--- config.mk ---
export PLATFORM = sky130hd
export DESIGN_NAME = icache_data
export DESIGN_NICKNAME = d
export VERILOG_FILES = /design/src/common/icache_pkg.sv /design/src/icache/icache_data.sv
export SDC_FILE = /design/constraint.sdc
export NUM_CORES = 2
export LEC_CHECK = 0
export BUFFER_PORTS_ARGS = -buffer_cell sky130_fd_sc_hd__buf_2
export CORE_AREA = 2 2 567 569
export CTS_CLUSTER_SIZE = 24
export DETAILED_ROUTE_END_ITERATION = 8
export DIE_AREA = 0 0 569 571
export GPL_ROUTABILITY_DRIVEN = 0
export PLACE_DENSITY_LB_ADDON = 0.15
export SETUP_SLACK_MARGIN = 0.1
export SLEW_MARGIN = 20
export SYNTH_ARGS = -nofsm -noshare
export SYNTH_HDL_FRONTEND = slang
export SYNTH_SLANG_ARGS = --single-unit
--- constraint.sdc ---
create_clock -name Clk -period 12.8 [get_ports Clk]
set_clock_uncertainty 0.05 [all_clocks]
set_input_delay 1.92 -clock Clk [delete_from_list [all_inputs] [get_ports Clk]]
set_output_delay 1.92 -clock Clk [all_outputs]
set_load 0.02 [all_outputs]
--- src/common/icache_pkg.sv ---
`default_nettype none

package icache_pkg;

    // Byte address on the fetch side and on the memory side
    localparam int ADDR_WIDTH = 32;

    // Instruction and memory data word
    localparam int WORD_WIDTH = 32;

    // Byte select bits inside one word
    localparam int BYTE_OFFSET_BITS = 2;

    typedef logic [ADDR_WIDTH-1:0] addr_t;

    typedef logic [WORD_WIDTH-1:0] word_t;

    // ST_IDLE accepts requests and answers hits
    // ST_REFILL collects the burst words of a miss
    // ST_FILL_DONE writes the line and returns the word
    typedef enum logic [1:0] {
        ST_IDLE,
        ST_REFILL,
        ST_FILL_DONE
    } ctrl_state_e;

endpackage

`default_nettype wire

--- src/icache/icache_data.sv ---
`timescale 1ns/1ps
`default_nettype none

module icache_data #(
    parameter int NUM_SETS    = 8,
    parameter int NUM_WAYS    = 4,
    parameter int BLOCK_WORDS = 4
) (
    input  wire                                        Clk,
    input  wire icache_pkg::addr_t                     rd_addr,
    input  wire [$clog2(NUM_WAYS)-1:0]                 rd_way,
    output icache_pkg::word_t                          rd_word,
    input  wire                                        fill_en,
    input  wire icache_pkg::addr_t                     fill_addr,
    input  wire [$clog2(NUM_WAYS)-1:0]                 fill_way,
    input  wire icache_pkg::word_t [BLOCK_WORDS-1:0]   fill_block
);

    localparam int WORD_SEL_BITS = $clog2(BLOCK_WORDS);
    localparam int INDEX_BITS    = $clog2(NUM_SETS);
    localparam int OFFSET_BITS   = icache_pkg::BYTE_OFFSET_BITS + WORD_SEL_BITS;

    icache_pkg::word_t data_mem [NUM_SETS][NUM_WAYS][BLOCK_WORDS];

    logic [INDEX_BITS-1:0]    rd_set;
    logic [WORD_SEL_BITS-1:0] rd_off;
    logic [INDEX_BITS-1:0]    fl_set;

    assign rd_set = rd_addr[OFFSET_BITS +: INDEX_BITS];
    assign rd_off = rd_addr[icache_pkg::BYTE_OFFSET_BITS +: WORD_SEL_BITS];
    assign fl_set = fill_addr[OFFSET_BITS +: INDEX_BITS];

    // Word select by set, way and offset
    assign rd_word = data_mem[rd_set][rd_way][rd_off];

    // Whole block lands in one way
    always_ff @(posedge Clk) begin
        if (fill_en) begin
            for (int b = 0; b < BLOCK_WORDS; b++) begin
                data_mem[fl_set][fill_way][b] <= fill_block[b];
            end
        end
    end

endmodule

`default_nettype wire

==> out/results.env <==
RUN_STATUS='finished, final reports clean'
FLOORPLAN.INITIALDENSITY_PCT=49.7
FINAL-SETUP-VIOL-COUNT=0
IO_PINS=230
MAX_CLOCK_FREQ_MHz=122
TOTAL_LEAKAGE_POWER_nW=55.4
CRITPATHLAUNCHTYPE='input port'
CTS_TREE='built'
CLK_PIN_SLEW_WORST_PATHS_NS=0.06
CLOCK_SINKS=4096
SEQUENTIALPOWERSHARE_PCT=53.5
N_FILL_CELL=23200
AREA_DELTA_SYNTH_FINAL_PCT=12.3
CRITPATHREQUIREDTIME_NS=10.83
FINAL.SETUP.WORST_SLACK_NS=4.59
DIE_WIDTH_UM=569
WORST_SLEW_MARGIN_REL_PCT=23.8
SYN-CELL-AREA_MM2=0.159
AVGVIACOUNTPERCELL=6.47
TIMING.HOLD.WORST.CLASS='in2reg'
H-TREE-DEPTH=5
DRIVE_ABOVE_1_SHARE_PCT=30.4
PATH_MAX_FANOUT=105
DIEHEIGHT_UM=571
DRV_CAP=0
FP.COREAREA_MM2=0.319
TIMING.CRITICAL_PATH.TO_TYPE='output port'
TIMING_MAX_TRANSITION_VIOLATIONS_FINAL=0
FINALCRITICALPERIOD_NS=8.21
CLOCK_TREE.BUFFER_DEPTH=4
TIMING.FINAL.HOLD_VIOLATIONS=0
ANT_NETS=0
ROWS=208
IO_BUFFER_COUNT=173
SYNTH_CELL_TYPES=18
REGISTERS.TOP_BY_FF_COUNT='data_mem'
CTSROOTBUFFERMASTER='sky130_fd_sc_hd__clkbuf_16'
SYN_INST=6782
CTS_HOLD_REPAIR.BUFFERS=0
DRC=0
WL_PER_CELL_UM=36.8
GRT_UTIL_ALL_LAYERS_PCT=26.8
CRITICALPATHCATEGORY='in2out'
POST-ROUTE-UTIL_PCT=55.8
POST_CTS.REPAIR.SETUP_BUFFERS=0
DETAILEDROUTE.FIRSTPASSITERATIONCOUNT=6
SYNTHESIS.NETS=6980
NUM-NETS-FINAL=7347
SYNTH.YOSYS.WARNINGS=0
FIRST_GLOBAL_VIAS=75900
P_INT_W=0.0221
DP_HPWL_MM=219
FIN_SETUP_TNS_NS=0
PRECTSSETUPSLACK_NS=4.55
ROUTE.VIAS.TOTAL=76100
UNREPAIRED_SETUP_ENDPOINTS_AFTER_GLOBAL_ROUTING='false'
LARGEST_REGISTER_FF_COUNT=4096
FP.DIEAREA_MM2=0.325
POWER_FRAC_CLOCK_PCT=40.9
GRT_REMAINING_OVERFLOW=0
GRT_MAX_DEGREE=141
STDCELL_COUNT=11800
LAYOUT_COMMON_CELLS='sky130_fd_sc_hd__edfxtp_1 (4096), sky130_fd_sc_hd__mux4_2 (1344), sky130_fd_sc_hd__nand2_1 (898)'
NUMCTSBUFFERS=406
COMB_POWER_SHARE_PCT=5.6
FIN_CRIT_SH_PCT=64.2
GRT_FIRST_PASS_WIRELENGTH_MM=601
FINALWIRELENGTH_MM=432
WORST_IR_DROP_VDD_mV=0.113
SYNTH-SEQ-CELLS=4096
WORST_EP_ARRIVAL_TIME_NS=6.24
CTS_RESIZED=0
PWR_CELL_AREA_mW_PER_MM2=158
TIGHTEST_SLEW_NS=1.14
PLACE_INST=10900
DETAILEDROUTE.FIRSTITERATIONVIOLATIONS=10200
YOSYSSEQAREASHARE_PCT=77.5
TOP_REGS='data_mem: 4096 flops'
SW_FRAC_OF_TOTAL_PCT=21.3
ANTENNA_FOUND_INITIAL=92
POWER_SWITCHING_W=0.00598
FINAL_COMMON_CELL='sky130_fd_sc_hd__edfxtp_1'
SYNTHESIS.AREA_PER_INSTANCE_UM2=23.4
## logic make-up after synthesis
kind of cell / share of synthesized area (%)
muxes: 19.3
DFF: 77.5
buffers and inverters: 0.932
and+or+nand+nor: 2.27
## final timing paths
kind / startpoint / slack, ns / depth (start not counted) / endpoint
max: rd_addr[4] / 4.59 / 8 / rd_word[1]
min: fill_block[88] / 1.42 / 3 / data_mem[0][56]$_DFFE_PP_
## critical path, cell delays in order
cell,delay [ns]
sky130_fd_sc_hd__buf_12,0.40
sky130_fd_sc_hd__buf_12,0.60
sky130_fd_sc_hd__buf_4,0.76
sky130_fd_sc_hd__mux4_2,0.60
sky130_fd_sc_hd__mux4_2,0.52
sky130_fd_sc_hd__mux4_2,0.47
sky130_fd_sc_hd__mux2_2,0.30
sky130_fd_sc_hd__buf_2,0.17
## Yosys cell counts, drive strengths merged
cell type | n | area, um^2
or3b | 3 | 26.3
mux2 | 32 | 360
nand3b | 4 | 30.0
or3 | 1 | 6.26
clkbuf | 203 | 762
and3 | 1 | 6.26
buf | 161 | 717
edfxtp | 4096 | 123000
nor2 | 34 | 128
mux4 | 1344 | 30300
nand3 | 2 | 10.0
nand2 | 898 | 3370
nor3b | 1 | 7.51
and3b | 1 | 8.76
or2 | 1 | 6.26
## power by group through the flow
| stage | Sequential [W] | Combinational [W] | Clock [W] |
|---|---|---|---|
| floorplan | 0.0153 | 0.000984 | 0 |
| global route | 0.0150 | 0.00167 | 0.0121 |
| detailed placement | 0.0153 | 0.00159 | 0 |
| global placement | 0.0153 | 0.00155 | 0 |
| finish | 0.0150 | 0.00157 | 0.0115 |
| CTS | 0.0150 | 0.00159 | 0.0116 |
## per-stage QoR
stage	instance area [um^2]	total power [W]	hold slack (ns)
after floorplan	159000	0.0163	1.97
after global placement	165000	0.0169	2.35
after detailed placement	165000	0.0169	2.38
after CTS	178000	0.0283	1.35
after global routing	178000	0.0289	1.43
final	178000	0.0281	1.42
## layer usage
metal | track usage [%] | share of wire, %
met5 | 0 | 0.077
met2 | 42.0 | 48
met3 | 5.65 | 10
met4 | 5.89 | 2.2
met1 | 39.1 | 40
## final cells by class
| cell class | count | area [um^2] | share of cell area, % |
|---|---|---|---|
| flip-flops and latches | 4096 | 123000 | 69.0 |
| repair buffers | 323 | 2590 | 1.45 |
| diodes | 80 | 200 | 0.112 |
| well taps | 4200 | 5260 | 2.95 |
| multi-input cells | 2322 | 34500 | 19.4 |
| clock inverters | 226 | 1850 | 1.04 |
| clock buffers | 510 | 10800 | 6.06 |
Power figures use the tool's default switching activity.
