### config.mk
export PLATFORM = sky130hd
export DESIGN_NAME = icache_ctrl
export DESIGN_NICKNAME = d
export VERILOG_FILES = /design/src/common/icache_pkg.sv /design/src/icache/icache_ctrl.sv
export SDC_FILE = /design/constraint.sdc
export NUM_CORES = 1
export LEC_CHECK = 0
export BUFFER_PORTS_ARGS = -buffer_cell sky130_fd_sc_hd__buf_2
export CORE_ASPECT_RATIO = 1.2
export CORE_MARGIN = 3
export CORE_UTILIZATION = 35
export CTS_CLUSTER_DIAMETER = 30
export DETAILED_ROUTE_END_ITERATION = 10
export PLACE_DENSITY = 0.63
export SYNTH_ARGS = -nofsm -noshare
export SYNTH_HDL_FRONTEND = slang
export SYNTH_SLANG_ARGS = --single-unit
### constraint.sdc
create_clock -name Clk -period 2.9 [get_ports Clk]
set_input_delay 0.58 -clock Clk [delete_from_list [all_inputs] [get_ports Clk]]
set_output_delay 0.58 -clock Clk [all_outputs]
set_load 0.05 [all_outputs]
### src/common/icache_pkg.sv
`default_nettype none

package icache_pkg;

    // Byte address on the fetch side and on the memory side
    localparam int ADDR_WIDTH = 32;

    // Instruction and memory data word
    localparam int WORD_WIDTH = 32;

    // Byte select bits inside one word
    localparam int BYTE_OFFSET_BITS = 2;

    typedef logic [ADDR_WIDTH-1:0] addr_t;

    typedef logic [WORD_WIDTH-1:0] word_t;

    // ST_IDLE accepts requests and answers hits
    // ST_REFILL collects the burst words of a miss
    // ST_FILL_DONE writes the line and returns the word
    typedef enum logic [1:0] {
        ST_IDLE,
        ST_REFILL,
        ST_FILL_DONE
    } ctrl_state_e;

endpackage

`default_nettype wire

### src/icache/icache_ctrl.sv
`timescale 1ns/1ps
`default_nettype none

module icache_ctrl #(
    parameter int NUM_SETS    = 8,
    parameter int NUM_WAYS    = 4,
    parameter int BLOCK_WORDS = 4
) (
    input  wire                                        Clk,
    input  wire                                        rst_n,
    input  wire                                        ReadEnable,
    input  wire icache_pkg::addr_t                     ReadAddress,
    output icache_pkg::word_t                          Instruction,
    output logic                                       Ready,
    output logic                                       Busy,
    output icache_pkg::addr_t                          MemReadAddress,
    output logic                                       MemReadRequest,
    input  wire icache_pkg::word_t                     MemDataIn,
    input  wire                                        MemDataReady,
    output icache_pkg::addr_t                          lookup_addr,
    input  wire                                        hit,
    input  wire [$clog2(NUM_WAYS)-1:0]                 hit_way,
    input  wire [$clog2(NUM_WAYS)-1:0]                 victim_way,
    input  wire icache_pkg::word_t                     rd_word,
    output logic                                       fill_en,
    output icache_pkg::addr_t                          fill_addr,
    output logic [$clog2(NUM_WAYS)-1:0]                fill_way,
    output icache_pkg::word_t [BLOCK_WORDS-1:0]        fill_block
);

    localparam int WAY_BITS      = $clog2(NUM_WAYS);
    localparam int WORD_SEL_BITS = $clog2(BLOCK_WORDS);
    localparam int OFFSET_BITS   = icache_pkg::BYTE_OFFSET_BITS + WORD_SEL_BITS;
    localparam int BLK_BITS      = icache_pkg::ADDR_WIDTH - OFFSET_BITS;
    localparam logic [WORD_SEL_BITS-1:0] LAST_BEAT = WORD_SEL_BITS'(BLOCK_WORDS - 1);

    icache_pkg::ctrl_state_e state_q;

    logic                                 hit_pending_q;
    logic [WORD_SEL_BITS-1:0]             beat_cnt_q;
    icache_pkg::word_t                    hit_word_q;
    icache_pkg::addr_t                    miss_addr_q;
    logic [WAY_BITS-1:0]                  victim_q;
    icache_pkg::word_t [BLOCK_WORDS-1:0]  block_q;
    logic                                 accept;
    logic [WORD_SEL_BITS-1:0]             miss_off;

    assign accept   = (state_q == icache_pkg::ST_IDLE) && ReadEnable;
    assign miss_off = miss_addr_q[icache_pkg::BYTE_OFFSET_BITS +: WORD_SEL_BITS];

    // Fetch address while idle, held miss address during refill
    assign lookup_addr = (state_q == icache_pkg::ST_IDLE) ? ReadAddress : miss_addr_q;

    assign fill_en    = (state_q == icache_pkg::ST_FILL_DONE);
    assign fill_addr  = miss_addr_q;
    assign fill_way   = victim_q;
    assign fill_block = block_q;

    always_ff @(posedge Clk or negedge rst_n) begin
        if (!rst_n) begin
            state_q        <= icache_pkg::ST_IDLE;
            Ready          <= 1'b0;
            Busy           <= 1'b0;
            MemReadRequest <= 1'b0;
            hit_pending_q  <= 1'b0;
            beat_cnt_q     <= '0;
        end else begin
            Ready         <= 1'b0;
            hit_pending_q <= 1'b0;
            case (state_q)
                icache_pkg::ST_IDLE: begin
                    // Hit from the previous edge goes out now
                    Ready <= hit_pending_q;
                    if (ReadEnable) begin
                        if (hit) begin
                            hit_pending_q <= 1'b1;
                        end else begin
                            state_q        <= icache_pkg::ST_REFILL;
                            Busy           <= 1'b1;
                            MemReadRequest <= 1'b1;
                            beat_cnt_q     <= '0;
                        end
                    end
                end
                icache_pkg::ST_REFILL: begin
                    if (MemDataReady) begin
                        beat_cnt_q <= beat_cnt_q + 1'b1;
                        if (beat_cnt_q == LAST_BEAT) begin
                            state_q <= icache_pkg::ST_FILL_DONE;
                        end
                    end
                end
                icache_pkg::ST_FILL_DONE: begin
                    Ready          <= 1'b1;
                    Busy           <= 1'b0;
                    MemReadRequest <= 1'b0;
                    state_q        <= icache_pkg::ST_IDLE;
                end
                default: state_q <= icache_pkg::ST_IDLE;
            endcase
        end
    end

    always_ff @(posedge Clk) begin
        if (accept) begin
            hit_word_q     <= rd_word;
            miss_addr_q    <= ReadAddress;
            victim_q       <= victim_way;
            MemReadAddress <= {ReadAddress[icache_pkg::ADDR_WIDTH-1:OFFSET_BITS],
                               {OFFSET_BITS{1'b0}}};
        end
        if (state_q == icache_pkg::ST_REFILL && MemDataReady) begin
            block_q[beat_cnt_q] <= MemDataIn;
        end
        if (hit_pending_q) begin
            Instruction <= hit_word_q;
        end else if (state_q == icache_pkg::ST_FILL_DONE) begin
            Instruction <= block_q[miss_off];
        end
    end

    a_req_implies_busy: assert property (@(posedge Clk) disable iff (!rst_n)
        MemReadRequest |-> Busy);

    a_no_fetch_while_busy: assert property (@(posedge Clk) disable iff (!rst_n)
        Busy |-> !ReadEnable);

    a_burst_only_in_refill: assert property (@(posedge Clk) disable iff (!rst_n)
        MemDataReady |-> (state_q == icache_pkg::ST_REFILL));

    // A block just written must hit in the way it was written to
    a_fill_then_hit: assert property (@(posedge Clk) disable iff (!rst_n)
        $past(fill_en) && accept &&
        (lookup_addr[icache_pkg::ADDR_WIDTH-1 -: BLK_BITS] ==
         $past(fill_addr[icache_pkg::ADDR_WIDTH-1 -: BLK_BITS]))
        |-> hit && (hit_way == $past(fill_way)));

endmodule

`default_nettype wire

==> metrics <==
P per Cell Area=~1100 nW/um^2; Core Region=around 27000 um^2; Slew @ Worst Pin=roughly 0.69 ns; Rel. slew slack=53.88%; CTS tree=built; clk slew on worst S/H paths=0.05 ns; CTS Buf Count=45; Bufs on Longest Clock Path=3; Hold Crit Class=in2reg; gr usage total=16.53%; reg-to-reg critical path endpoint=hit_word_q[16]$_DFFE_PP_; CP Data Arrival Time=between 2 and 2.5 ns; WHS Path Cells=1; placed insts=1174; final setup violation count=0; Final period util=95.41%; category of the most critical setup path=reg2out; first-pass GRT wire length=37280 um; WL per Instance=19.93 um; PortBufs=360; number of max-cap violations=0; largest net degree at the start of global routing=97; H-tree Lvls=2; drt initial violations=319; Reg-to-Reg Start=state_q[0]$_DFFE_PN0P_; die height=186.7 um; DRC=0; Slew Viols, Final=0; setup TNS=0 ns; Antenna Nets Post-Route=0; iteration count of the initial detailed-routing pass=4; RSZ-0062 raised after global routing=no; sequential-to-total area share from yosys stat=73.07%; VDD IR-drop max=0.0006182 V; Endpoint, Worst Hold=hit_word_q[11]$_DFFE_PP_; fin cells=1258; HPWL after DPL=17190 um; Post-Syn Instances=516; Distinct cells, synth=28; Synth-to-Final Area Change=37.35%; Max Clock Freq=~360 MHz; fraction of layout cells with a size suffix above 1=59.91%; critical path launch point type=register; Root Buffer Master=clkbuf_16; Final WS setup=0.1331 ns; Final Skew=0.01487 ns; PostCTS Resize Cnt=0; Sink Count=about 230; Starting Density=35.94%; GPL Wtd Cong=0.7883; grt total ovfl=0; DIE WIDTH=156.6 um; Reg2Reg Depth=3; vias per inst=4.769; IO Count=367; critical-path maximum fanout=22; syn_area_per_cell=between 15 and 20 um^2; # rows=65; final wirelength=25070 um; fin crit period=~2.8 ns; hold_sp=rd_word[11]; die area=29250 um^2; setup slack after placement=~0.65 ns; Fin. Hold Viols=0; initial antenna violation count=0; status=completed; Leak=approximately 5.3 nW; via count=5999; Clk Latency, worst-skew pair=approximately 0.52 ns; fillers=about 2300; Crit. End Element=output port; reg2reg setup slack=0.85 ns; YS warnings=0; vias in the first global route=6247; Post-Syn Area=9528 um^2; antenna cell count=0; Yosys reg bits=233; WP data required=2.32 ns; Final #Nets=996
cell usage in the layout (no fill, tap or decap), drive strengths merged, types with 2 or more instances in the layout:
cell type  instances
inv               40
o2bb2ai            2
conb               4
a221oi            32
mux2i             32
clkinv            15
ha                 4
mux2              32
buf              378
clkbuf            51
clkinvlp           5
and3               6
bufinv             7
edfxtp           226
a211oi            32
nor2               5
dfrtp              7
nor2b             36
a21oi              2
critical path, stage by stage (launching register included):
cell,delay [ns]
dfrtp_1,0.48
nor2_4,0.38
buf_12,0.23
mux2_2,0.35
buf_2,0.21
how the worst max path moves through the flow:
stage	from	end	slack [ns]	cells past startpoint
after CTS	state_q[0]$_DFFE_PN0P_	lookup_addr[11]	0.09	4
after floorplan	state_q[1]$_DFFE_PN0P_	fill_addr[0]$_DFFE_PP_	0.11	3
after global placement	state_q[0]$_DFFE_PN0P_	lookup_addr[17]	0.66	4
after global routing	state_q[0]$_DFFE_PN0P_	lookup_addr[6]	0.005	4
final	state_q[0]$_DFFE_PN0P_	lookup_addr[11]	0.13	4
after detailed placement	state_q[0]$_DFFE_PN0P_	lookup_addr[11]	0.65	4
Yosys cell counts:
cell type	instances	area, um^2
nor2b_1	36	225.2
or2_2	1	6.260
buf_2	9	45.04
ha_1	4	50.05
a211oi_1	2	15.01
o21bai_1	1	7.510
dfrtp_1	7	175.2
nand2b_4	1	13.76
mux2_1	3	33.78
buf_4	34	255.2
mux2i_1	32	320.3
a21oi_1	2	10.01
and2_1	1	6.260
buf_6	14	157.7
o2bb2ai_1	2	17.52
a31oi_1	1	6.260
inv_1	35	131.4
a2bb2oi_1	1	8.760
clkbuf_1	1	3.750
conb_1	1	3.750
mux2_2	29	326.6
a221oi_2	32	480.5
a211oi_2	30	375.4
nor2_1	3	11.26
nor2_2	1	6.260
nor2_4	1	11.26
edfxtp_1	226	6787
and3_1	6	37.54
layout make-up:
| class | instances | area [um^2] | area share (%) |
|---|---|---|---|
| sequential | 233 | 6963 | 53.21 |
| timing repair buffer | 379 | 2009 | 15.36 |
| multi-input combinational | 193 | 1997 | 15.26 |
| clock buffer | 51 | 1191 | 9.102 |
| tap | 335 | 419.2 | 3.203 |
| clock inverter | 32 | 375.4 | 2.868 |
| inverter | 35 | 131.4 | 1.004 |
where the power goes:
| part | switching [mW] | leakage, nW | internal [mW] |
|---|---|---|---|
| Combinational | 3.21 | 2.41 | 1.02 |
| Sequential | 0.244 | 2.15 | 4.37 |
| Clock | 1.70 | 0.754 | 3.58 |
routing by layer:
| metal | share of wire [%] | vias to the layer above | routed length (um) | global-route usage (%) |
|---|---|---|---|---|
| li1 | - | 2714 | - | - |
| met1 | 39 | 2930 | 9891 | 20.16 |
| met2 | 51 | 292 | 12690 | 28.21 |
| met3 | 7.0 | 63 | 1748 | 3.990 |
| met4 | 2.9 | 0 | 739 | 6.298 |
| met5 | 0 | - | 0 | 0 |
cell families after synthesis:
family                   after synthesis  share of synthesized area, %
AO/OA/AOI/OAI                         71                         9.665
multiplexers                          64                         7.144
other                                  1                       0.03936
AND/OR/NAND/NOR                       50                         3.336
flip-flops                           233                         73.07
adder cells (fa/ha/maj)                4                        0.5253
buffers and inverters                 93                         6.224
repair_timing:
| action | 4_1_cts | 5_1_grt |
|---|---|---|
| hold endpoints to repair | 7 | 0 |
| hold buffers | 1 | 0 |
| endpoints found under the setup margin | 0 | 0 |
| setup buffers | 0 | 0 |
state kept, by name, summed over array words and instances, names as in the netlist:
register	count
hit_pending_q	1
hit_word_q	32
Ready	1
MemReadRequest	1
beat_cnt_q	2
fill_way	2
fill_addr	32
Instruction	32
state_q	2
fill_block	128
metrics by stage:
stage	utilization, %	area [um^2]	hold WS (ns)	power (mW)
final	49.36	13090	0.2352	14.13
after detailed placement	43.41	11510	0.4268	8.947
after floorplan	-	9539	0.2844	7.946
after CTS	49.36	13090	0.2034	14.31
after global placement	43.41	11510	0.4213	8.940
after global routing	49.36	13090	0.2125	14.68
No activity file was read; power rests on OpenSTA's default activity.
