File: src/common/icache_pkg.sv
`default_nettype none

package icache_pkg;

    // Byte address on the fetch side and on the memory side
    localparam int ADDR_WIDTH = 32;

    // Instruction and memory data word
    localparam int WORD_WIDTH = 32;

    // Byte select bits inside one word
    localparam int BYTE_OFFSET_BITS = 2;

    typedef logic [ADDR_WIDTH-1:0] addr_t;

    typedef logic [WORD_WIDTH-1:0] word_t;

    // ST_IDLE accepts requests and answers hits
    // ST_REFILL collects the burst words of a miss
    // ST_FILL_DONE writes the line and returns the word
    typedef enum logic [1:0] {
        ST_IDLE,
        ST_REFILL,
        ST_FILL_DONE
    } ctrl_state_e;

endpackage

`default_nettype wire

File: src/icache/icache_tags.sv
`timescale 1ns/1ps
`default_nettype none

module icache_tags #(
    parameter int NUM_SETS    = 8,
    parameter int NUM_WAYS    = 4,
    parameter int BLOCK_WORDS = 4
) (
    input  wire                          Clk,
    input  wire                          rst_n,
    input  wire icache_pkg::addr_t       lookup_addr,
    output logic                         hit,
    output logic [$clog2(NUM_WAYS)-1:0]  hit_way,
    output logic [$clog2(NUM_WAYS)-1:0]  victim_way,
    input  wire                          fill_en,
    input  wire icache_pkg::addr_t       fill_addr,
    input  wire [$clog2(NUM_WAYS)-1:0]   fill_way
);

    localparam int WAY_BITS    = $clog2(NUM_WAYS);
    localparam int INDEX_BITS  = $clog2(NUM_SETS);
    localparam int OFFSET_BITS = icache_pkg::BYTE_OFFSET_BITS + $clog2(BLOCK_WORDS);
    localparam int TAG_BITS    = icache_pkg::ADDR_WIDTH - INDEX_BITS - OFFSET_BITS;

    logic [TAG_BITS-1:0] tag_mem [NUM_SETS][NUM_WAYS];
    logic [NUM_WAYS-1:0] valid_q [NUM_SETS];
    logic [WAY_BITS-1:0] rr_ptr_q [NUM_SETS];

    logic [INDEX_BITS-1:0] lk_set;
    logic [TAG_BITS-1:0]   lk_tag;
    logic [INDEX_BITS-1:0] fl_set;
    logic [TAG_BITS-1:0]   fl_tag;
    logic [NUM_WAYS-1:0]   match;

    assign lk_set = lookup_addr[OFFSET_BITS +: INDEX_BITS];
    assign lk_tag = lookup_addr[icache_pkg::ADDR_WIDTH-1 -: TAG_BITS];
    assign fl_set = fill_addr[OFFSET_BITS +: INDEX_BITS];
    assign fl_tag = fill_addr[icache_pkg::ADDR_WIDTH-1 -: TAG_BITS];

    // Compare against every valid way of the set
    always_comb begin
        hit     = 1'b0;
        hit_way = '0;
        for (int w = 0; w < NUM_WAYS; w++) begin
            match[w] = valid_q[lk_set][w] && (tag_mem[lk_set][w] == lk_tag);
            if (match[w]) begin
                hit     = 1'b1;
                hit_way = WAY_BITS'(w);
            end
        end
    end

    // Lowest invalid way wins, otherwise the set's pointer
    always_comb begin
        victim_way = rr_ptr_q[lk_set];
        for (int w = NUM_WAYS - 1; w >= 0; w--) begin
            if (!valid_q[lk_set][w]) begin
                victim_way = WAY_BITS'(w);
            end
        end
    end

    always_ff @(posedge Clk or negedge rst_n) begin
        if (!rst_n) begin
            for (int s = 0; s < NUM_SETS; s++) begin
                valid_q[s]  <= '0;
                rr_ptr_q[s] <= '0;
            end
        end else if (fill_en) begin
            valid_q[fl_set][fill_way] <= 1'b1;
            rr_ptr_q[fl_set]          <= rr_ptr_q[fl_set] + 1'b1;
        end
    end

    always_ff @(posedge Clk) begin
        if (fill_en) begin
            tag_mem[fl_set][fill_way] <= fl_tag;
        end
    end

    // Controller only refills blocks that missed, so a block lives in one way
    a_single_match: assert property (@(posedge Clk) disable iff (!rst_n)
        $onehot0(match));

endmodule

`default_nettype wire

File: config.mk
export PLATFORM = sky130hd
export DESIGN_NAME = icache_tags
export DESIGN_NICKNAME = d
export VERILOG_FILES = /design/src/common/icache_pkg.sv /design/src/icache/icache_tags.sv
export SDC_FILE = /design/constraint.sdc
export NUM_CORES = 1
export LEC_CHECK = 0
export BUFFER_PORTS_ARGS = -buffer_cell sky130_fd_sc_hd__buf_2
export CORE_MARGIN = 5
export CORE_UTILIZATION = 60
export DETAILED_ROUTE_END_ITERATION = 10
export GPL_TIMING_DRIVEN = 0
export PLACE_DENSITY_LB_ADDON = 0.08
export SKIP_CTS_REPAIR_TIMING = 1
export SYNTH_ARGS = -nofsm -noshare
export SYNTH_HDL_FRONTEND = slang
export SYNTH_SLANG_ARGS = --single-unit
File: constraint.sdc
create_clock -name Clk -period 3.3 [get_ports Clk]
set_input_delay 0.33 -clock Clk [delete_from_list [all_inputs] [get_ports Clk]]
set_output_delay 0.33 -clock Clk [all_outputs]
set_load 0.01 [all_outputs]
==> results.md, run 1 <==
- Status: finished with violations
- Failing checks: hold timing, setup timing
- WHS: -86.50 ps
- Worst hold path class: primary input to asynchronous set/reset pin
- H-tree levels: 3
- Die W: 247.0 um
- Nets: 1,976
- CTS tree: done
- Min Clock Period, post-route: 3702 ps
- Register area: 25,220 sq um
- I/O pins: 74
- Relative slew slack: 0.2844
- Clk sinks: 848
- Remaining global-route overflow: 0
- Crit path arrival time: 3370 ps
- Vias: 17,951
- Largest area contributor in the netlist: edfxtp_1
- CTS Root Cell: clkbuf_16
- Hold Fails Final Rpt: 48
- Initial antenna violation count: 2
- # diodes: 0
- Core Region: 55,310 sq um
- Crit path launch type: primary input
- Setup WS pre-CTS: -1941 ps
- Core Util, Final: 0.7085
- Final wirelength: 90,370 um
- Clock Latency Late Sink: 620 ps
- P_leak: 13.16 nW
- Total die area: 60,990 sq um
- Crit end category: primary output
- Tcrit/Tclk final: 1.122
- PortBufs: 59
- Leading cell type in the layout, fill and taps excluded: edfxtp_1
- Max Slew Vio Count: 0
- Pwr/cell area: 602.0 nW/um^2
- Mapped Avg Cell Area: 19.55 sq um
- Layout cell share with drive strength beyond 1: 0.2636
- Largest net degree at the start of global routing: 49
- Routed length per placed instance: 33.26 um
- P&R area growth vs syn: 16.32%
- Clock slew at reported path FFs: 60 ps
- Starting Density: 0.6091
- DPL Wire Length: 57,960 um
- Placed cell count: 2,562
- Synth Instances: 1,723
- Mapped Area: 33,690 sq um
- Clock Skew: 3.717 ps
- Tightest Pin Transition: 1073 ps
- Multi-input gate area: 8373 sq um
- Final WS setup: -402.3 ps
- Worst setup path class: primary input to primary output
- Register area share after synthesis: 0.7487
- GRT Resource Usage Total: 0.3007
- Yosys reg bits: 848
- RSZ-0062 raised after global routing: true
- Worst-case clock buffer depth: 3
- Vias/cell: 6.607
- First-pass GRT wire length: 128,500 um
- Non-Filler Instances: 2,717
- Post-synth top area share: 0.7131
- Worst IR Drop VDD: 0.6504 mV
- Fmax: 0.2701 GHz
- Final ANT Viol Nets: 0
- Vias in the first global route: 18,065
- Endpoints failing setup: 3
- Largest cells by area after synthesis: edfxtp_1, mux4_2, mux2i_1
- Die Y: 247.0 um
- FP Rows: 86
- Initial DRC count: 2,113
- Synth unique cells: 48
- Reg2Reg Depth: 6
- Most frequent cells in the layout: edfxtp_1, mux2i_1, mux4_2, clkbuf_16, buf_2
- Critical path fanouts, max: 10
- WP data required: 2970 ps
- Remaining DRCs: 0
- Final Wtd Congestion: 0.8539
- Pre-Repair DR Iteration Count: 8
- Max-Cap Viols: 0
- CTS Buf Count: 84
- Mapped Nets: 1,792
- Number of fill cells in the layout: 3,453
- Yosys warning total: 0
synthesized netlist by cell type (all sizes together):
cell type,n
a21o,8
edfxtp,800
mux4,127
nor2b,4
dfrtp,48
mux2,11
buf,60
nor2,68
or2,33
o21a,16
nand2,24
and3b,2
o22ai,1
or4,2
mux2i,206
nand4,9
or3,1
and3,10
xnor2,45
a31oi,1
clkbuf,25
a221oi,25
a22oi,61
and4,1
o22a,2
o2111ai,3
nor3,5
a2bb2oi,1
inv,6
nand3,16
o21ai,15
nand3b,5
a22o,5
a21oi,16
and2,4
xor2,34
o211ai,1
nor4,10
or3b,2
a2111oi,4
nor3b,6
routing by layer:
metal  up-vias  part of all wire  GRT usage
li1       7367                 -          -
met1      9533              0.39     0.4140
met2       898              0.50     0.4955
met3       153             0.087    0.05966
met4         0             0.028    0.09353
met5         -                 0          0
layout make-up:
type | count | share of cell area
Sequential cell | 848 | 0.6437
Timing Repair Buffer | 98 | 0.02692
Clock buffer | 107 | 0.05773
Multi-Input combinational cell | 784 | 0.2137
Tap cell | 748 | 0.02388
Clock inverter | 41 | 0.01070
Buffer | 85 | 0.02283
Inverter | 6 | 0.0005747
metrics by stage:
step | setup TNS [ps] | hold slack, ps | total power [mW] | cell area (sq um)
final | -1130 | -86.50 | 23.59 | 39190
after global routing | -1268 | 6.150 | 24.26 | 39190
after CTS | -5859 | -83.42 | 23.55 | 38540
after detailed placement | -5801 | 447.8 | 14.25 | 35860
after global placement | -584480 | 444.4 | 14.16 | 34920
after floorplan | 0 | 34.41 | 13.45 | 33690
worst paths after layout:
check,to,startpoint,slack (ps)
max,hit_way[0],lookup_addr[6],-400
min,valid_q[2],rst_n,-90
max reg2reg,rr_ptr_q[11],rr_ptr_q[8],1060
min reg2reg,valid_q[6],valid_q[6],460
max in group asynchronous,valid_q[21],rst_n,2730
min in group Clk,rr_ptr_q[15],fill_addr[5],160
critical path, stage by stage:
cell       delay, ps
buf_2            100
clkbuf_4         270
buf_4            270
buf_4            280
mux4_2           330
mux2i_1          270
xnor2_1          240
o2111ai_1        230
nor4_2           260
nand4_1          140
buf_4            190
o21ai_2          240
buf_2            180
registers in the layout (all words and copies together), names as in the netlist:
name and flops:
valid_q 32, rr_ptr_q 16, tag_mem 800
report_power, final:
| group | internal (mW) | total, mW | switching [mW] |
|---|---|---|---|
| combinational | 0.772 | 1.90 | 1.13 |
| clock | 5.53 | 9.44 | 3.92 |
| sequential | 12.1 | 12.2 | 0.161 |
cells by family (layout without fill, tap and decap cells):
| group | Yosys count | count (layout) | synth area share |
|---|---|---|---|
| buffers and inverters | 91 | 337 | 0.01519 |
| AO/OA/AOI/OAI | 159 | 159 | 0.03491 |
| flip-flops | 848 | 848 | 0.7487 |
| multiplexers | 344 | 344 | 0.1498 |
| XOR/XNOR | 79 | 79 | 0.02054 |
| AND/OR/NAND/NOR | 202 | 202 | 0.03083 |
Note: power is estimated with default switching activity, not from simulation.
==> inputs of run 2 (changes only) <==
--- a/config.mk
+++ b/config.mk
@@ -11,6 +11,7 @@
 export DETAILED_ROUTE_END_ITERATION = 10
 export GPL_TIMING_DRIVEN = 0
 export PLACE_DENSITY_LB_ADDON = 0.08
+export RECOVER_POWER = 50
 export SKIP_CTS_REPAIR_TIMING = 1
 export SYNTH_ARGS = -nofsm -noshare
 export SYNTH_HDL_FRONTEND = slang
==> constraint.sdc (replaced) <==
create_clock -name Clk -period 4.3 [get_ports Clk]
set_input_delay 0.43 -clock Clk [delete_from_list [all_inputs] [get_ports Clk]]
set_output_delay 0.43 -clock Clk [all_outputs]
set_load 0.01 [all_outputs]
==> results.md, run 2 (synthesis gave the netlist of run 1 again) <==
- Vias/cell: 6.582
- Crit path launch type: primary input
- Min Clock Period, post-route: 4320 ps
- CP max stage cell: nor4_1
- Starting Density: 0.6091
- Worst-case clock buffer depth: 3
- Fin area: 38,630 sq um
- Tcrit/Tclk final: 1.005
- Worst IR Drop VDD: 0.4999 mV
- Crit end category: primary output
- Final wirelength: 90,540 um
- I/O pins: 74
- Max Slew Vio Count: 642
- Relative slew slack: -0.7222
- Placed Area: 35,860 sq um
- Fmax: 0.2315 GHz
- Die W: 247.0 um
- Failing checks: capacitance limit, slew limit, setup timing
- Total power: 18.04 mW
- Crit path top cell by count: buf_2
- WP data required: 3870 ps
- Clock slew at reported path FFs: 60 ps
- Critical-path cell list: buf_2, buf_2, buf_2, clkbuf_4, mux4_2, mux2i_1, xnor2_1, o2111ai_1, nor4_1, nand4_1, buf_4, o21ai_2, buf_2
- Hold Startpoint: fill_addr[5]
- Tightest Pin Transition: 2583 ps
- Clock Skew: 5.407 ps
- # diodes: 0
- CTS Buf Count: 84
- Vias in the first global route: 18,065
- Biggest regs: tag_mem: 800 flops, valid_q: 32 flops, rr_ptr_q: 16 flops
- Remaining DRCs: 0
- Final ANT Viol Nets: 0
- Hold depth: 4
- CTS Root Cell: clkbuf_16
- Reg2Reg Depth: 6
- Pre-Repair DR Iteration Count: 5
- Routed length per placed instance: 33.40 um
- Die Y: 247.0 um
- Crit path largest cell delay: 410 ps
- Largest net degree at the start of global routing: 49
- Initial antenna violation count: 2
- Worst hold path class: primary input to register
- Initial DRC count: 2,219
- Vias: 17,843
- DPL Wire Length: 57,960 um
- Max-Cap Viols: 21
- Critical R2R Capture: rr_ptr_q[11]
- Nets: 1,970
- Pwr/cell area: 467.1 nW/um^2
- First-pass GRT wire length: 128,500 um
- Clk sinks: 848
- Worst setup path class: primary input to primary output
- H-tree levels: 3
- Leading cell type in the layout, fill and taps excluded: edfxtp_1
- PortBufs: 59
- R2R setup slack: 2080 ps
- Endpoints failing setup: 1
- P_leak: 12.94 nW
- Worst Hold End: rr_ptr_q[15]
- Final WS setup: -20.20 ps
- CTS tree: done
- FP Rows: 86
- GRT Resource Usage Total: 0.3007
- Remaining global-route overflow: 0
- Crit path arrival time: 3890 ps
- Most frequent cells in the layout: edfxtp_1, mux2i_1, mux4_2, clkbuf_16, a22oi_1
- Status: finished with violations
- P&R area growth vs syn: 14.68%
- Core Region: 55,310 sq um
- Layout cell share with drive strength beyond 1: 0.2359
- R2R Path Start: rr_ptr_q[8]
- Total die area: 60,990 sq um
- Number of fill cells in the layout: 3,541
- Hold Fails Final Rpt: 0
- Final Wtd Congestion: 0.8539
- Max reg flops: 800
- Critical path fanouts, max: 10
- Top reg by flops: tag_mem
- Clock Latency Late Sink: 620 ps
-- run 2: cell count changes in the layout (fill, tap and decap cells not counted), sizes merged --
cell    change
buf        -36
clkbuf     +30
-- run 2: how the worst max path moves through the flow --
stage                         startpoint         end  slack [ps]  depth (start not counted)
after CTS                 lookup_addr[6]  hit_way[0]       -1170                         12
after global routing      lookup_addr[5]  hit_way[0]         -30                         13
after floorplan           lookup_addr[5]  hit_way[0]        1140                         11
final                     lookup_addr[6]  hit_way[0]         -20                         13
after detailed placement  lookup_addr[6]  hit_way[0]       -1140                         12
after global placement    lookup_addr[6]  hit_way[0]       -1130                         12
-- run 2: area by class of cell --
type / instances / area (sq um) / area share
Sequential cell: 848 / 25220 / 0.6529
Multi-Input combinational cell: 784 / 8215 / 0.2127
Clock buffer: 107 / 2262 / 0.05855
Timing Repair Buffer: 92 / 970.9 / 0.02513
Tap cell: 748 / 935.9 / 0.02423
Buffer: 85 / 583.1 / 0.01509
Clock inverter: 41 / 419.2 / 0.01085
Inverter: 6 / 22.52 / 0.0005830
-- run 2: critical path: cells and delay by family --
kind | cells | cell delay [ps]
compound gates | 2 | 460
xor+xnor | 1 | 240
buf+inv | 6 | 1560
mux | 2 | 590
simple gates | 2 | 570
-- run 2: layer usage --
metal,track usage,vias to the layer above,share of wire
met5,0,-,0
met4,0.09353,0,0.033
met3,0.05966,159,0.094
met2,0.4955,908,0.49
met1,0.4140,9430,0.38
li1,-,7346,-
-- run 2: where the power goes --
part	switching (mW)	internal, mW
sequential	0.123	9.28
clock	3.01	4.24
combinational	0.846	0.543
-- run 2: per-stage QoR --
step	setup WS [ps]	setup TNS, ps	std cells	util	hold slack (ps)
after floorplan	1141	0	1723	-	134.4
after global placement	-1131	-5208	2530	0.6314	444.4
after detailed placement	-1141	-2245	2562	0.6484	447.8
after CTS	-1170	-2297	2710	0.6969	16.58
after global routing	-26.70	-29.01	2711	0.6985	311.5
final	-20.20	-20.20	2711	0.6985	271.6
==> inputs of run 3 (changes only) <==
--- a/config.mk
+++ b/config.mk
@@ -12,7 +12,6 @@
 export GPL_TIMING_DRIVEN = 0
 export PLACE_DENSITY_LB_ADDON = 0.08
 export RECOVER_POWER = 50
-export SKIP_CTS_REPAIR_TIMING = 1
 export SYNTH_ARGS = -nofsm -noshare
 export SYNTH_HDL_FRONTEND = slang
 export SYNTH_SLANG_ARGS = --single-unit
==> results.md, run 3 (synthesis gave the netlist of run 1 again) <==
- Vias: 17,908
- Placed Area: 35,860 sq um
- Final setup TNS: -10.42 ps
- Layout cell share with drive strength beyond 1: 0.2343
- Max-Cap Viols: 20
- Endpoints failing setup: 1
- WP data required: 3870 ps
- Remaining global-route overflow: 0
- Vias/cell: 6.615
- Biggest regs: tag_mem: 800 flops, valid_q: 32 flops, rr_ptr_q: 16 flops
- Hold buffers post-CTS: 0
- Starting Density: 0.6091
- Clock slew at reported path FFs: 60 ps
- Crit path launch type: primary input
- FP Rows: 86
- Remaining DRCs: 0
- Nets: 1,966
- Leading cell type in the layout, fill and taps excluded: edfxtp_1
- Worst-case clock buffer depth: 3
- Core Region: 55,310 sq um
- Placed cell count: 2,562
- R2R setup slack: 2070 ps
- Worst IR Drop VDD: 0.5022 mV
- H-tree levels: 3
- P_leak: 12.92 nW
- Hold Fails Final Rpt: 0
- First-pass GRT wire length: 128,700 um
- GRT Resource Usage Total: 0.3010
- Critical R2R Capture: rr_ptr_q[11]
- Non-Filler Instances: 2,707
- RSZ-0062 raised after global routing: false
- Hold Startpoint: fill_addr[5]
- CP delay by family, top: buffers and inverters
- Total power: 18.03 mW
- Status: finished with violations
- Core Util, Final: 0.6975
- Min Clock Period, post-route: 4310 ps
- CTS Root Cell: clkbuf_16
- Pre-Repair DR Iteration Count: 7
- Number of fill cells in the layout: 3,540
- PortBufs: 59
- CTS Buf Count: 84
- Clock Latency Late Sink: 620 ps
- Initial antenna violation count: 2
- DPL Wire Length: 57,960 um
- Final ANT Viol Nets: 0
- Critical-path cell list: buf_4, buf_4, buf_4, buf_4, mux4_2, mux2i_1, xor2_1, o2111ai_1, nor4_1, nand4_1, buf_4, o21ai_2, buf_2
- # diodes: 0
- CTS tree: done
- P&R area growth vs syn: 14.51%
- Vias in the first global route: 18,046
- Total die area: 60,990 sq um
- Clock Skew: 6.751 ps
- Pwr/cell area: 467.5 nW/um^2
- Tightest Pin Transition: 2577 ps
- Reg2Reg Depth: 6
- Final Wtd Congestion: 0.8539
- Largest net degree at the start of global routing: 49
- Max Slew Vio Count: 610
- Initial DRC count: 2,216
- Fin area: 38,580 sq um
- Crit path arrival time: 3880 ps
- CP Launch Point: lookup_addr[5]
- Hold depth: 4
- Routed length per placed instance: 33.41 um
- Crit end category: primary output
- Die W: 247.0 um
- Crit path top cell by count: buf_4
- Levels on crit path: 13
- Crit path largest cell delay: 470 ps
- Max reg flops: 800
- Die Y: 247.0 um
- Worst setup path class: primary input to primary output
- Fmax: 0.2320 GHz
- Critical path buffers and inverters: 6
- CP max stage cell: nor4_1
- Setup crit end: hit_way[0]
- Top reg by flops: tag_mem
- Tcrit/Tclk final: 1.002
- Final WS setup: -10.42 ps
- Relative slew slack: -0.7178
- Failing checks: capacitance limit, slew limit, setup timing
- I/O pins: 74
- R2R Path Start: rr_ptr_q[8]
- Critical path fanouts, max: 10
- Final wirelength: 90,450 um
- Most frequent cells in the layout: edfxtp_1, mux2i_1, mux4_2, clkbuf_16, a22oi_1
- Worst hold path class: primary input to register
- Clk sinks: 848
-- run 3: cell types whose count changed in the layout (fill, tap and decap cells not counted), moves of 2 or more --
cell,before,now
buf_2,43,48
nor2_4,32,30
clkbuf_4,9,1
buf_6,14,9
buf_4,22,30
clkbuf_2,14,10
-- run 3: final cells by class --
type / instances / area, sq um / share of cell area
buffer: 81 / 531.8 / 0.01378
tap: 748 / 935.9 / 0.02426
clock buffer: 107 / 2262 / 0.05864
sequential: 848 / 25220 / 0.6539
clock inverter: 41 / 419.2 / 0.01087
inverter: 6 / 22.52 / 0.0005838
multi-input combinational: 784 / 8210 / 0.2128
timing repair buffer: 92 / 970.9 / 0.02517
-- run 3: per-stage QoR --
step | hold WS (ps) | setup slack (ps)
2_1_floorplan | 134.4 | 1141
4_1_cts | 16.58 | 12.97
6_report | 266.2 | -10.42
3_3_place_gp | 444.4 | -1131
5_1_grt | 311.5 | 4.379
3_5_place_dp | 447.8 | -1141
-- run 3: layer usage --
layer  share of wire  global-route usage
met1            0.38              0.4194
met2            0.49              0.4932
met3           0.093             0.05556
met4           0.032             0.09518
met5               0                   0
-- run 3: report_power, final --
part           switching (mW)  internal [mW]  leakage [nW]
logic                   0.846          0.539          3.84
registers               0.123           9.28          7.76
clock network            3.00           4.24          1.32
-- run 3: worst min path at each step --
| stage | slack [ps] | endpoint |
|---|---|---|
| after floorplan | 130 | rr_ptr_q[0] |
| after global routing | 310 | rr_ptr_q[15] |
| final | 270 | rr_ptr_q[15] |
| after CTS | 20 | valid_q[2] |
| after global placement | 440 | valid_q[1] |
| after detailed placement | 450 | valid_q[20] |
-- run 3: repair_timing --
action	CTS	global route
pin swaps	1	1
gates resized for setup	40	13
buffers inserted	1	0
endpoints found under the setup margin	3	3
endpoints found under the hold margin	0	0
-- run 3: worst register-to-register path: stages, from the launching register on --
cell and delay, ps:
dfrtp_1 400, a22o_1 230, a221oi_1 210, and3_1 200
clkbuf_1 340, xor2_1 540, o21ai_0 170
